## src/verilog/uart_io_pkg.sv

```systemverilog
// UART I/O package with the register map, status bit positions and 8N1 frame timing
`default_nettype none

package uart_io_pkg;

    // ------------------------------------------------------------
    // CPU register map
    // ------------------------------------------------------------
    localparam logic [31:0] STATUS_ADDR  = 32'h8000_0000;
    localparam logic [31:0] RX_DATA_ADDR = 32'h8000_0004;
    localparam logic [31:0] TX_DATA_ADDR = 32'h8000_0008;

    // Bit positions inside the status word
    localparam int STAT_TX_READY   = 0;
    localparam int STAT_RX_VALID   = 1;
    localparam int STAT_RX_OVERRUN = 2;

    // ------------------------------------------------------------
    // Serial frame timing
    // ------------------------------------------------------------
    // Kept small so a frame is only 80 clocks in simulation
    localparam int CLOCKS_PER_BIT = 8;

    // Receiver samples here, counted from the start edge
    localparam int HALF_BIT = CLOCKS_PER_BIT / 2;

    // 8N1 framing with one start bit, eight data bits and one stop bit
    localparam int DATA_BITS = 8;

    // Counter widths
    localparam int BIT_CNT_W = $clog2(CLOCKS_PER_BIT);
    localparam int BIT_IDX_W = $clog2(DATA_BITS);

endpackage

`default_nettype wire

```

## src/verilog/uart_io.sv

```systemverilog
// Memory-mapped serial port with CPU register decode, receive holding register and read mux
`timescale 1ns/1ns
`default_nettype none

module uart_io (
    input  wire logic        Clock,
    input  wire logic        arst_n,
    input  wire logic [31:0] addr,
    input  wire logic [31:0] wr_data,
    input  wire logic        wr_en,
    input  wire logic        rd_en,
    output logic      [31:0] rd_data,
    input  wire logic        serial_in,
    output logic             serial_out
);

    import uart_io_pkg::*;

    logic [DATA_BITS-1:0] tx_data;
    logic                 tx_valid;
    logic                 tx_ready;
    logic [DATA_BITS-1:0] rx_data;
    logic                 rx_valid;

    logic [DATA_BITS-1:0] rx_byte;
    logic                 rx_full;
    logic                 rx_overrun;
    logic                 rx_pop;
    logic [31:0]          status_word;
    logic [31:0]          rd_word;

    // ------------------------------------------------------------
    // Transmit path
    // ------------------------------------------------------------
    // No back-pressure to the CPU, so a write while busy is simply lost
    assign tx_valid = wr_en && (addr == TX_DATA_ADDR);
    assign tx_data  = wr_data[DATA_BITS-1:0];

    uart_tx tx_i (
        .Clock      (Clock),
        .arst_n     (arst_n),
        .tx_data    (tx_data),
        .tx_valid   (tx_valid),
        .tx_ready   (tx_ready),
        .serial_out (serial_out)
    );

    // ------------------------------------------------------------
    // Receive path and holding register
    // ------------------------------------------------------------
    uart_rx rx_i (
        .Clock     (Clock),
        .arst_n    (arst_n),
        .serial_in (serial_in),
        .rx_data   (rx_data),
        .rx_valid  (rx_valid)
    );

    assign rx_pop = rd_en && (addr == RX_DATA_ADDR);

    always_ff @(posedge Clock or negedge arst_n)
    begin
        if (!arst_n)
        begin
            rx_full    <= 1'b0;
            rx_overrun <= 1'b0;
        end
        else if (rx_valid)
        begin
            // Overrun only if the old byte was never read
            rx_full    <= 1'b1;
            rx_overrun <= rx_full && !rx_pop;
        end
        else if (rx_pop)
        begin
            rx_full    <= 1'b0;
            rx_overrun <= 1'b0;
        end
    end

    // Newest byte always wins
    always_ff @(posedge Clock)
    begin
        if (rx_valid)
            rx_byte <= rx_data;
    end

    // ------------------------------------------------------------
    // Read data mux and output register
    // ------------------------------------------------------------
    always_comb
    begin
        status_word                  = '0;
        status_word[STAT_TX_READY]   = tx_ready;
        status_word[STAT_RX_VALID]   = rx_full;
        status_word[STAT_RX_OVERRUN] = rx_overrun;

        case (addr)
            STATUS_ADDR:  rd_word = status_word;
            RX_DATA_ADDR: rd_word = {{(32 - DATA_BITS){1'b0}}, rx_byte};
            default:      rd_word = '0;
        endcase
    end

    // Holds between reads
    always_ff @(posedge Clock or negedge arst_n)
    begin
        if (!arst_n)
            rd_data <= '0;
        else if (rd_en)
            rd_data <= rd_word;
    end

endmodule

`default_nettype wire

```

## src/verilog/uart_rx.sv

```systemverilog
// UART receiver that synchronises the serial input and recovers 8N1 bytes
`timescale 1ns/1ns
`default_nettype none

module uart_rx (
    input  wire logic                             Clock,
    input  wire logic                             arst_n,
    input  wire logic                             serial_in,
    output logic [uart_io_pkg::DATA_BITS-1:0]     rx_data,
    output logic                                  rx_valid
);

    import uart_io_pkg::*;

    enum logic [1:0] {IDLE, START, DATA, STOP} state;

    logic [1:0]           sync_ff;
    logic                 rx_s;
    logic                 rx_prev;
    logic                 falling;
    logic [BIT_CNT_W-1:0] bit_cnt;
    logic [BIT_IDX_W-1:0] bit_idx;
    logic                 half_done;
    logic                 bit_done;

    // ------------------------------------------------------------
    // Input synchroniser and edge detect
    // ------------------------------------------------------------
    always_ff @(posedge Clock or negedge arst_n)
    begin
        if (!arst_n)
        begin
            sync_ff <= 2'b11;
            rx_prev <= 1'b1;
        end
        else
        begin
            sync_ff <= {sync_ff[0], serial_in};
            rx_prev <= rx_s;
        end
    end

    assign rx_s      = sync_ff[1];
    assign falling   = rx_prev && !rx_s;
    assign half_done = (bit_cnt == BIT_CNT_W'(HALF_BIT - 1));
    assign bit_done  = (bit_cnt == BIT_CNT_W'(CLOCKS_PER_BIT - 1));

    // ------------------------------------------------------------
    // Frame recovery
    // ------------------------------------------------------------
    always_ff @(posedge Clock or negedge arst_n)
    begin
        if (!arst_n)
        begin
            state    <= IDLE;
            bit_cnt  <= '0;
            bit_idx  <= '0;
            rx_valid <= 1'b0;
        end
        else
        begin
            rx_valid <= 1'b0;
            bit_cnt  <= bit_done ? '0 : bit_cnt + 1'b1;
            case (state)
                IDLE:
                begin
                    bit_cnt <= '0;
                    if (falling)
                        state <= START;
                end
                START:
                    // Recheck at mid start bit; a glitch sends us back to idle
                    if (half_done)
                    begin
                        bit_cnt <= '0;
                        bit_idx <= '0;
                        state   <= rx_s ? IDLE : DATA;
                    end
                DATA:
                    if (bit_done)
                    begin
                        if (bit_idx == BIT_IDX_W'(DATA_BITS - 1))
                            state <= STOP;
                        else
                            bit_idx <= bit_idx + 1'b1;
                    end
                default:
                    if (bit_done)
                    begin
                        // Framing error drops the byte silently
                        rx_valid <= rx_s;
                        state    <= IDLE;
                    end
            endcase
        end
    end

    // Data bits arrive LSB first
    always_ff @(posedge Clock)
    begin
        if (state == DATA && bit_done)
            rx_data <= {rx_s, rx_data[DATA_BITS-1:1]};
    end

endmodule

`default_nettype wire

```

## src/verilog/uart_tx.sv

```systemverilog
// UART transmitter that serialises one byte per valid/ready transfer into an 8N1 frame
`timescale 1ns/1ns
`default_nettype none

module uart_tx (
    input  wire logic                             Clock,
    input  wire logic                             arst_n,
    input  wire logic [uart_io_pkg::DATA_BITS-1:0] tx_data,
    input  wire logic                             tx_valid,
    output logic                                  tx_ready,
    output logic                                  serial_out
);

    import uart_io_pkg::*;

    enum logic [1:0] {IDLE, START, DATA, STOP} state;

    logic [BIT_CNT_W-1:0] bit_cnt;
    logic [BIT_IDX_W-1:0] bit_idx;
    logic [DATA_BITS-1:0] shift_reg;
    logic                 bit_done;

    // Last clock of the current bit time
    assign bit_done = (bit_cnt == BIT_CNT_W'(CLOCKS_PER_BIT - 1));

    // Only accept a byte between frames
    assign tx_ready = (state == IDLE);

    // ------------------------------------------------------------
    // Frame sequencer
    // ------------------------------------------------------------
    always_ff @(posedge Clock or negedge arst_n)
    begin
        if (!arst_n)
        begin
            state      <= IDLE;
            bit_cnt    <= '0;
            bit_idx    <= '0;
            serial_out <= 1'b1;
        end
        else
        begin
            bit_cnt <= bit_done ? '0 : bit_cnt + 1'b1;
            case (state)
                IDLE:
                begin
                    bit_cnt <= '0;
                    if (tx_valid)
                    begin
                        state      <= START;
                        serial_out <= 1'b0;
                    end
                end
                START:
                    if (bit_done)
                    begin
                        state      <= DATA;
                        bit_idx    <= '0;
                        serial_out <= shift_reg[0];
                    end
                DATA:
                    if (bit_done)
                    begin
                        if (bit_idx == BIT_IDX_W'(DATA_BITS - 1))
                        begin
                            state      <= STOP;
                            serial_out <= 1'b1;
                        end
                        else
                        begin
                            bit_idx    <= bit_idx + 1'b1;
                            // Next bit is already at position 1 before the shift
                            serial_out <= shift_reg[1];
                        end
                    end
                default:
                    if (bit_done)
                        state <= IDLE;
            endcase
        end
    end

    // LSB first, so shift right once per data bit
    always_ff @(posedge Clock)
    begin
        if (tx_valid && tx_ready)
            shift_reg <= tx_data;
        else if (state == DATA && bit_done)
            shift_reg <= {1'b0, shift_reg[DATA_BITS-1:1]};
    end

endmodule

`default_nettype wire
```

## config.mk

```make
export PLATFORM = sky130hd
export DESIGN_NAME = uart_io
export DESIGN_NICKNAME = d
export VERILOG_FILES = /design/src/verilog/uart_io_pkg.sv /design/src/verilog/uart_io.sv /design/src/verilog/uart_rx.sv /design/src/verilog/uart_tx.sv
export SDC_FILE = /design/constraint.sdc
export NUM_CORES = 1
export LEC_CHECK = 0
export BUFFER_PORTS_ARGS = -buffer_cell sky130_fd_sc_hd__buf_4
export CAP_MARGIN = 20
export CORE_MARGIN = 2
export CORE_UTILIZATION = 53
export DETAILED_ROUTE_END_ITERATION = 7
export GPL_TIMING_DRIVEN = 0
export PLACE_DENSITY = 0.81
export SYNTH_ARGS = -nofsm -noshare
export SYNTH_HDL_FRONTEND = slang
export SYNTH_HIERARCHICAL = 1
export SYNTH_SLANG_ARGS = --single-unit
```

## constraint.sdc

```tcl
create_clock -name Clock -period 4.3 [get_ports Clock]
set_input_delay 0.43 -clock Clock [delete_from_list [all_inputs] [get_ports Clock]]
set_output_delay 0.43 -clock Clock [all_outputs]
set_load 0.02 [all_outputs]
```

## After elaboration in Yosys (flattened, before gate mapping)

Index checks and enable logic that the tools add are counted.

| storage, ports and cells | value |
|---|---|
| register bits | 79 |
| input bits | 69 |
| output and inout port bits | 33 |
| logic and storage cells | 105 |

| operators by class | value |
|---|---|
| $add $sub $neg | 4 |
| eq/ne operators | 22 |
| mux-type cells | 39 |
| reduce and logical (&&, ||, !) cells | 24 |

Operators with widths:

| operator | number |
|---|---|
| $eq A32 B32 Y1 const B | 3 |
| $mux W3 | 10 |
| $mux W2 | 11 |
| $pmux W3 S2 | 3 |
| $mux W8 | 2 |
| $ne A2 B1 Y1 const B | 8 |
| $pmux W8 S2 | 1 |
| $add A3 B1 Y3 const B | 4 |
| $eq A3 B3 Y1 const B | 4 |
| $pmux W2 S3 | 2 |
| $reduce_and A4 Y1 | 3 |
| $reduce_and A5 Y1 | 2 |
| $reduce_bool A2 Y1 | 5 |
| $mux W1 | 9 |
| $logic_and A1 B1 Y1 | 7 |
| $reduce_bool A3 Y1 | 2 |
| $eq A2 B1 Y1 const B | 2 |
| $eq A2 B2 Y1 const B | 2 |
| $logic_not A2 Y1 | 2 |
| $ne A2 B2 Y1 const B | 2 |
| $eq A3 B2 Y1 const B | 1 |
| $pmux W1 S3 | 1 |
| $reduce_or A3 Y1 | 1 |
| $logic_not A1 Y1 | 2 |

## Longest topological paths before layout

Gate-level depths: netlist of the first run.

| logic depth | value |
|---|---|
| depth after elaboration | 5 |
| depth in mapped cells | 7 |
| mapped depth without buffers | 7 |

## Cells and area by module

Netlist of the first run, hierarchy kept.

Modules (own cells, without submodules):

| module | times used | cells an instance | area each (um^2) | seq. area each (um^2) |
|---|---|---|---|---|
| uart_io | 1 | 89 | 984.7 | 490.5 |
| uart_tx | 1 | 75 | 930.9 | 466.7 |
| uart_rx | 1 | 54 | 802.0 | 544.3 |

## Worst setup path after synthesis of the first run

No wires, ideal clock.

| timing | value |
|---|---|
| path type | input-to-reg |
| from | in addr[5] |
| to | reg tx_i/state[1] in the netlist's numbering |
| setup time | 125 ps |
| arrival time | 2390 ps |
| data required time | 4175 ps |
| slack | 1785 ps |
| cell stages on the path | 7 |
| buffers on the path | 0 |
| cells stage by stage | or4_1 nor3_1 nand3_1 nor3_1 nor2b_4 a2111o_1 mux2_4 |

| on the way | value |
|---|---|
| cells in the longest elaborated chain, start to end | 4 |

Ends and longest elaborated chain:

| what | line | source |
|---|---|---|
| from (decl) | uart_io.sv:8 | `input wire logic [31:0] addr,` |
| $eq A32 B32 Y1 | uart_io.sv:36 | `assign tx_valid = wr_en && (addr == TX_DATA_ADDR);` |
| $logic_and A1 B1 Y1 | uart_io.sv:36 |  |
| named net tx_valid | uart_io.sv:20 | `logic tx_valid;` |
| $ne A2 B1 Y1 (no line) | -- |  |
| $reduce_and A5 Y1 (no line) | -- |  |
| to (signal assigned) | uart_tx.sv:36 | `state <= IDLE;` |
| to (signal assigned) | uart_tx.sv:50 | `state <= START;` |
| to (signal assigned) | uart_tx.sv:57 | `state <= DATA;` |
| to (decl) | uart_tx.sv:16 | `enum logic [1:0] {IDLE, START, DATA, STOP} state;` |

The timed path passes the listed nets, and every way through them passes these cells.
A chain may end at the register's enable or synchronous reset.

## Worst setup path after layout of the first run

| timing | value |
|---|---|
| from | in addr[5] |
| to | reg tx_i.shift_reg[6] (enable) |

| on the way | value |
|---|---|
| cells in the longest elaborated chain, start to end | 4 |

Ends and longest elaborated chain:

| what | line | source |
|---|---|---|
| $eq A32 B32 Y1 | uart_io.sv:36 |  |
| $logic_and A1 B1 Y1 | uart_io.sv:36 |  |
| named net tx_valid | uart_io.sv:20 |  |
| $logic_and A1 B1 Y1 | uart_tx.sv:86 | `if (tx_valid && tx_ready)` |
| $reduce_bool A2 Y1 (no line) | -- |  |
| to (signal assigned) | uart_tx.sv:87 | `shift_reg <= tx_data;` |
| to (signal assigned) | uart_tx.sv:89 | `shift_reg <= {1'b0, shift_reg[DATA_BITS-1:1]};` |
| to (decl) | uart_tx.sv:20 | `logic [DATA_BITS-1:0] shift_reg;` |

The timed path passes the listed nets, and every way through them passes these cells.

==> results of run 1 <==
[area by class of cell]
class,instances,area [µm²]
buffer,30,227.7
inverter,23,86.33
clock buffer,5,68.82
sequential,55,1501
multi-input combinational,133,988.4
fill,410,1665
timing repair buffer,51,382.9
clock inverter,3,33.78
tap,70,87.58
[power by group through the flow]
stage                     Clock (W)  Combinational (W)  Sequential (W)
after global placement            0           0.000198        0.000612
after detailed placement          0           0.000207        0.000615
after CTS                  0.000318           0.000206        0.000605
after global routing       0.000334           0.000231        0.000607
after floorplan                   0           0.000149        0.000609
final                      0.000306           0.000205        0.000604
[placed cells by master (no fill, tap or decap), types with 3 or more instances in the layout]
cell type	synthesis	layout
buf_4	26	77
dfrtp_1	27	27
conb_1	1	24
edfxtp_1	24	24
inv_1	23	23
ha_1	16	16
nand2_1	9	9
o22ai_1	8	8
mux2_2	7	7
nor2_1	6	6
nor4_1	5	5
nor3_1	5	5
nand3_1	5	5
clkbuf_8	0	5
nor2b_1	5	5
dfstp_2	4	4
mux2i_1	3	3
nand2b_1	3	3
a31oi_1	3	3
nand3b_1	3	3
o221ai_1	3	3
[cell families (layout without fill, tap and decap cells)]
group | count (synthesis) | in the layout | share of synthesized area
flops | 55 | 55 | 0.5525
fa+ha+maj | 16 | 16 | 0.07366
buf+inv | 53 | 112 | 0.1156
compound gates | 25 | 25 | 0.06768
other cells | 1 | 24 | 0.001380
mux | 13 | 13 | 0.05525
simple gates | 55 | 55 | 0.1340
[routing by layer]
layer  share of wire  vias up  wire [µm]
li1                -      884          -
met1            0.40      837       1868
met2            0.54       38       2566
met3           0.046        8        218
met4           0.013        0         61
met5               0        -          0
[cell usage after synthesis (all sizes together), types with 2 or more instances]
master,count,area share
a22o,2,0.0064
a31oi,4,0.012
buf,29,0.082
dfrtp,27,0.25
dfstp,4,0.039
edfxtp,24,0.27
ha,16,0.074
inv,23,0.032
mux2,10,0.044
mux2i,3,0.011
nand2,9,0.012
nand2b,3,0.0069
nand3,6,0.016
nand3b,3,0.0083
nor2,6,0.0083
nor2b,6,0.017
nor3,5,0.0092
nor3b,2,0.0055
nor4,6,0.019
o21ai,2,0.0037
o221ai,3,0.0097
o22ai,8,0.018
or4,3,0.011
[critical path, cell delays in order]
cell and delay [ns]:
buf_4 0.11, or4_1 0.59, nor3_1 0.17, nand3_1 0.10
nor3_1 0.50, nand2_1 0.35, nand2_1 0.35
[through the flow]
stage	setup slack, ns	power [W]	std cells	utilization	area, µm²
after global placement	1.391	0.0008097	362	0.6494	3274
after detailed placement	1.324	0.0008213	362	0.6494	3274
after floorplan	1.785	0.0007576	241	-	2804
after global routing	1.515	0.001172	370	0.6697	3377
final	1.701	0.001114	370	0.6697	3377
after CTS	1.665	0.001129	370	0.6697	3377
[path summary, 6_finish.rpt]
path | startpoint | to | cells past startpoint
worst max-delay path | addr[5] | tx_i/shift_reg[6] | 7
worst min-delay path | arst_n | tx_i/state[0] | 1
worst max register to register | tx_i/state[1] | tx_i/state[1] | 6
worst min register to register | rx_i/sync_ff[0] | rx_i/sync_ff[1] | 0
max in group asynchronous | arst_n | rx_i/rx_prev | 1
min in group Clock | serial_in | rx_i/sync_ff[0] | 1
==> results.yml, run 1 <==
yosys:
  ys_types: 46
  synth_flop_cell: "dfrtp_1"
  avgSynthCellArea_um2: 12.47
  synth.cell_area_um2: 2718
  syn_inst: 218
  synth_edf_count: 24
  yosysSeqAreaShare: 0.5525
  yosysWarningCount: 6
  synth-seq-cells: 55
  ys_async_sr_fraction: 0.5636
timing:
  relSlewSlack: 0.5909
  period_needed_ns: 2.599
  period_share: 0.6044
  clock.fmax_mhz: 384.8
  fin_hold_ws_ns: 0.03705
  tns_ns: 0
  setup_viol: 0
  rsz0062_at_grt: "false"
  fin_skew_ns: 0.008553
  worst_pin_slew_ns: 0.6113
  finalHoldViolCount: 0
  maxSlewViolCount: 0
pwr:
  power_density_nw_per_um2: 330.0
  switchingPower_w: 0.0003026
  p_seq_frac: 0.542
  pwr-share-clk: 0.275
  combPwrFrac: 0.184
  swShare: 0.2716
  max-vdd-ir-drop_mv: 0.3439
  internal-power_w: 0.0008117
  p_leak_nw: 1.600
clocking:
  tritoncts: "built"
  htree_levels: 2
  cts_buffer_depth: 2
  clockRootBuffer: "clkbuf_8"
  hold_buffers: 0
  clk_latency_ns: 0.31
  path_clk_slew_ns: 0.11
  clock_sinks: 55
  post_cts_buffers: 0
  cts_buffers: 5
  cts_resized: 0
drt:
  drt_iter0_drc: 79
  wl_um: 4714
  wl_per_cell_um: 12.74
  vias: 1767
  drcViolationCount: 0
  viasPerCell: 4.776
  ant_nets: 0
  dr.pass1.iters: 4
floorplanning:
  num_io_pins: 102
  fp.dieW_um: 75.61
  start_util: 0.5390
  die-height_um: 75.61
  rows: 26
  die-area_um2: 5716
  core_area_um2: 5042
setup_path:
  cp-start-kind: "input pin"
  worst-path-max-fanout: 8
  ff2ff_setup_slack_ns: 2.41
  required_ns: 4.29
  crit_arrival_ns: 2.59
  critical_path_class: "in -> reg"
  critPathCaptureType: "flip-flop"
global_routing:
  grtUsageTotal: 0.1794
  met2_usage: 0.3266
  overflow: 0
  grtUsageMet3: 0.05423
  antenna_found_initial: 0
  busiest_layer: "met2"
  grt_pass1_wl_um: 7610
  grt_pass1_vias: 1741
  use_met1: 0.2012
  grt_max_degree: 32
flow_run:
  drv_cap: 0
final_layout:
  drive_above_1_share: 0.3667
  n_antenna_cell: 0
  final_nets: 384
  syn_to_final_growth_pct: 24.26
place:
  globalplace.congestion: 0.7312
  dp_hpwl_um: 3646
  io_buffers: 51
min_path:
  hp-class: "in -> async"
status:
  status: "completed"
No activity file was read; power rests on OpenSTA's default activity.
==> run 2, diff against run 1 <==
- CORE_UTILIZATION: 53 -> 49
- PLACE_DENSITY: 0.81 -> 0.76
- clock period: 4.3 -> 2.7 ns (I/O delays scaled with it)
==> results.yml, run 2 (same netlist as run 1, synthesis figures left out) <==
global_routing:
  antenna_found_initial: 0
  grt_pass1_vias: 1716
  grt_pass1_wl_um: 7659
  grtUsageTotal: 0.1610
  grt_max_degree: 32
  overflow: 0
final_layout:
  layout_commonest_cell: "buf_4"
  drive_above_1_share: 0.3654
  syn_to_final_growth_pct: 24.72
  n_antenna_cell: 0
  multi_input_area_um2: 988.4
  layout_common_cells: "77 x buf_4, 27 x dfrtp_1, 24 x conb_1, 24 x edfxtp_1, 23 x inv_1"
  final_nets: 385
  ff_latch_area_um2: 1501
  fill_cells: 445
floorplanning:
  core_area_um2: 5439
  start_util: 0.4997
  fp.dieW_um: 78.47
  die-height_um: 78.47
  num_io_pins: 102
  rows: 27
  die-area_um2: 6158
drt:
  wl_um: 4466
  vias: 1746
  ant_nets: 0
  wl_per_cell_um: 11.97
  drt_iter0_drc: 75
  drcViolationCount: 0
  dr.pass1.iters: 4
  viasPerCell: 4.681
setup_path:
  critPathSlowestCell: "or4_1"
  slowest_delay_ns: 0.59
  critPathCaptureType: "flip-flop"
  crit_arrival_ns: 2.33
  critical_path_class: "in -> reg"
  path_cells: "buf_4 > or4_1 > nor3_1 > nand3_1 > nor3_1 > nand2_1 > nand2_1"
  cp-start-kind: "input pin"
  required_ns: 2.69
  worst-path-max-fanout: 8
timing:
  setup_slack_ns: 0.3661
  worst_pin_slew_ns: 0.6791
  rsz0062_at_grt: "false"
  tns_ns: 0
  maxSlewViolCount: 0
  finalHoldViolCount: 0
  period_needed_ns: 2.334
  period_share: 0.8644
  relSlewSlack: 0.5456
  setup_viol: 0
  fin_skew_ns: 0.005457
  clock.fmax_mhz: 428.5
clocking:
  hold_buffers: 1
  tritoncts: "built"
  cts_resized: 0
  path_clk_slew_ns: 0.10
  clockRootBuffer: "clkbuf_8"
  htree_levels: 2
  cts_buffer_depth: 2
  cts_buffers: 5
  clk_latency_ns: 0.32
  post_cts_buffers: 0
  clock_sinks: 55
pwr:
  power_density_nw_per_um2: 522.6
  max-vdd-ir-drop_mv: 0.4762
  p_leak_nw: 1.605
place:
  pre_cts_slack_ns: 0.0004845
  globalplace.congestion: 0.7705
  dp_hpwl_um: 3387
  io_buffers: 51
flow_run:
  drv_cap: 0
min_path:
  hp-class: "in -> reg"
status:
  status: "completed"
## run 2: cell count changes in the layout (fill, tap and decap cells not counted), sizes merged
cell	before	now
clkbuf	6	7
dlygate4sd3	0	1
inv	25	24
## run 2: cell type report
cell class / count / area share
clock buffer: 6 / 0.02436
clock inverter: 2 / 0.005906
buffer: 30 / 0.06718
sequential: 55 / 0.4430
tap: 72 / 0.02658
timing repair buffer: 52 / 0.1159
multi-input combinational: 133 / 0.2916
inverter: 23 / 0.02547
## run 2: worst max-delay path: cells and delay by family
| family | cells | cell delay (ns) |
|---|---|---|
| buffers and inverters | 1 | 0.10 |
| and+or+nand+nor | 6 | 1.95 |
## run 2: final timing paths
| check | from | to | slack [ns] | cells past startpoint |
|---|---|---|---|---|
| max in group asynchronous | arst_n | tx_i/serial_out | 1.97 | 2 |
| setup reg to reg | rx_i/bit_cnt[0] | rx_i/rx_data[2] | 0.84 | 4 |
| hold / removal | serial_in | rx_i/sync_ff[0] | 0.05 | 1 |
| min in group asynchronous | arst_n | rx_i/bit_cnt[1] | 0.40 | 2 |
| hold reg to reg | rx_i/sync_ff[0] | rx_i/sync_ff[1] | 0.36 | 0 |
| setup / recovery | addr[5] | tx_i/shift_reg[4] | 0.37 | 7 |
## run 2: report_power, final
part	switching, W	total [W]	internal, W
clock	0.000272	0.000488	0.000216
combinational	0.000159	0.000323	0.000164
sequential	0.0000301	0.000960	0.000930
total	0.000461	0.00177	0.00131
## run 2: layer usage
layer | GRT usage | up-vias | share of wire
li1 | - | 886 | -
met1 | 0.1879 | 816 | 0.43
met2 | 0.2741 | 35 | 0.50
met3 | 0.04138 | 9 | 0.042
met4 | 0.08246 | 0 | 0.024
met5 | 0 | - | 0
## run 2: through the flow
stage               total power, W  hold WS [ns]  cell area (µm²)  std cells    util
floorplan                 0.001207      -0.02559             2804        241       -
global placement          0.001289        0.2283             3277        364  0.6025
detailed placement        0.001302        0.2324             3277        364  0.6025
CTS                       0.001795       0.03537             3390        373  0.6232
global route              0.001874       0.02898             3390        373  0.6232
finish                    0.001771       0.04774             3390        373  0.6232
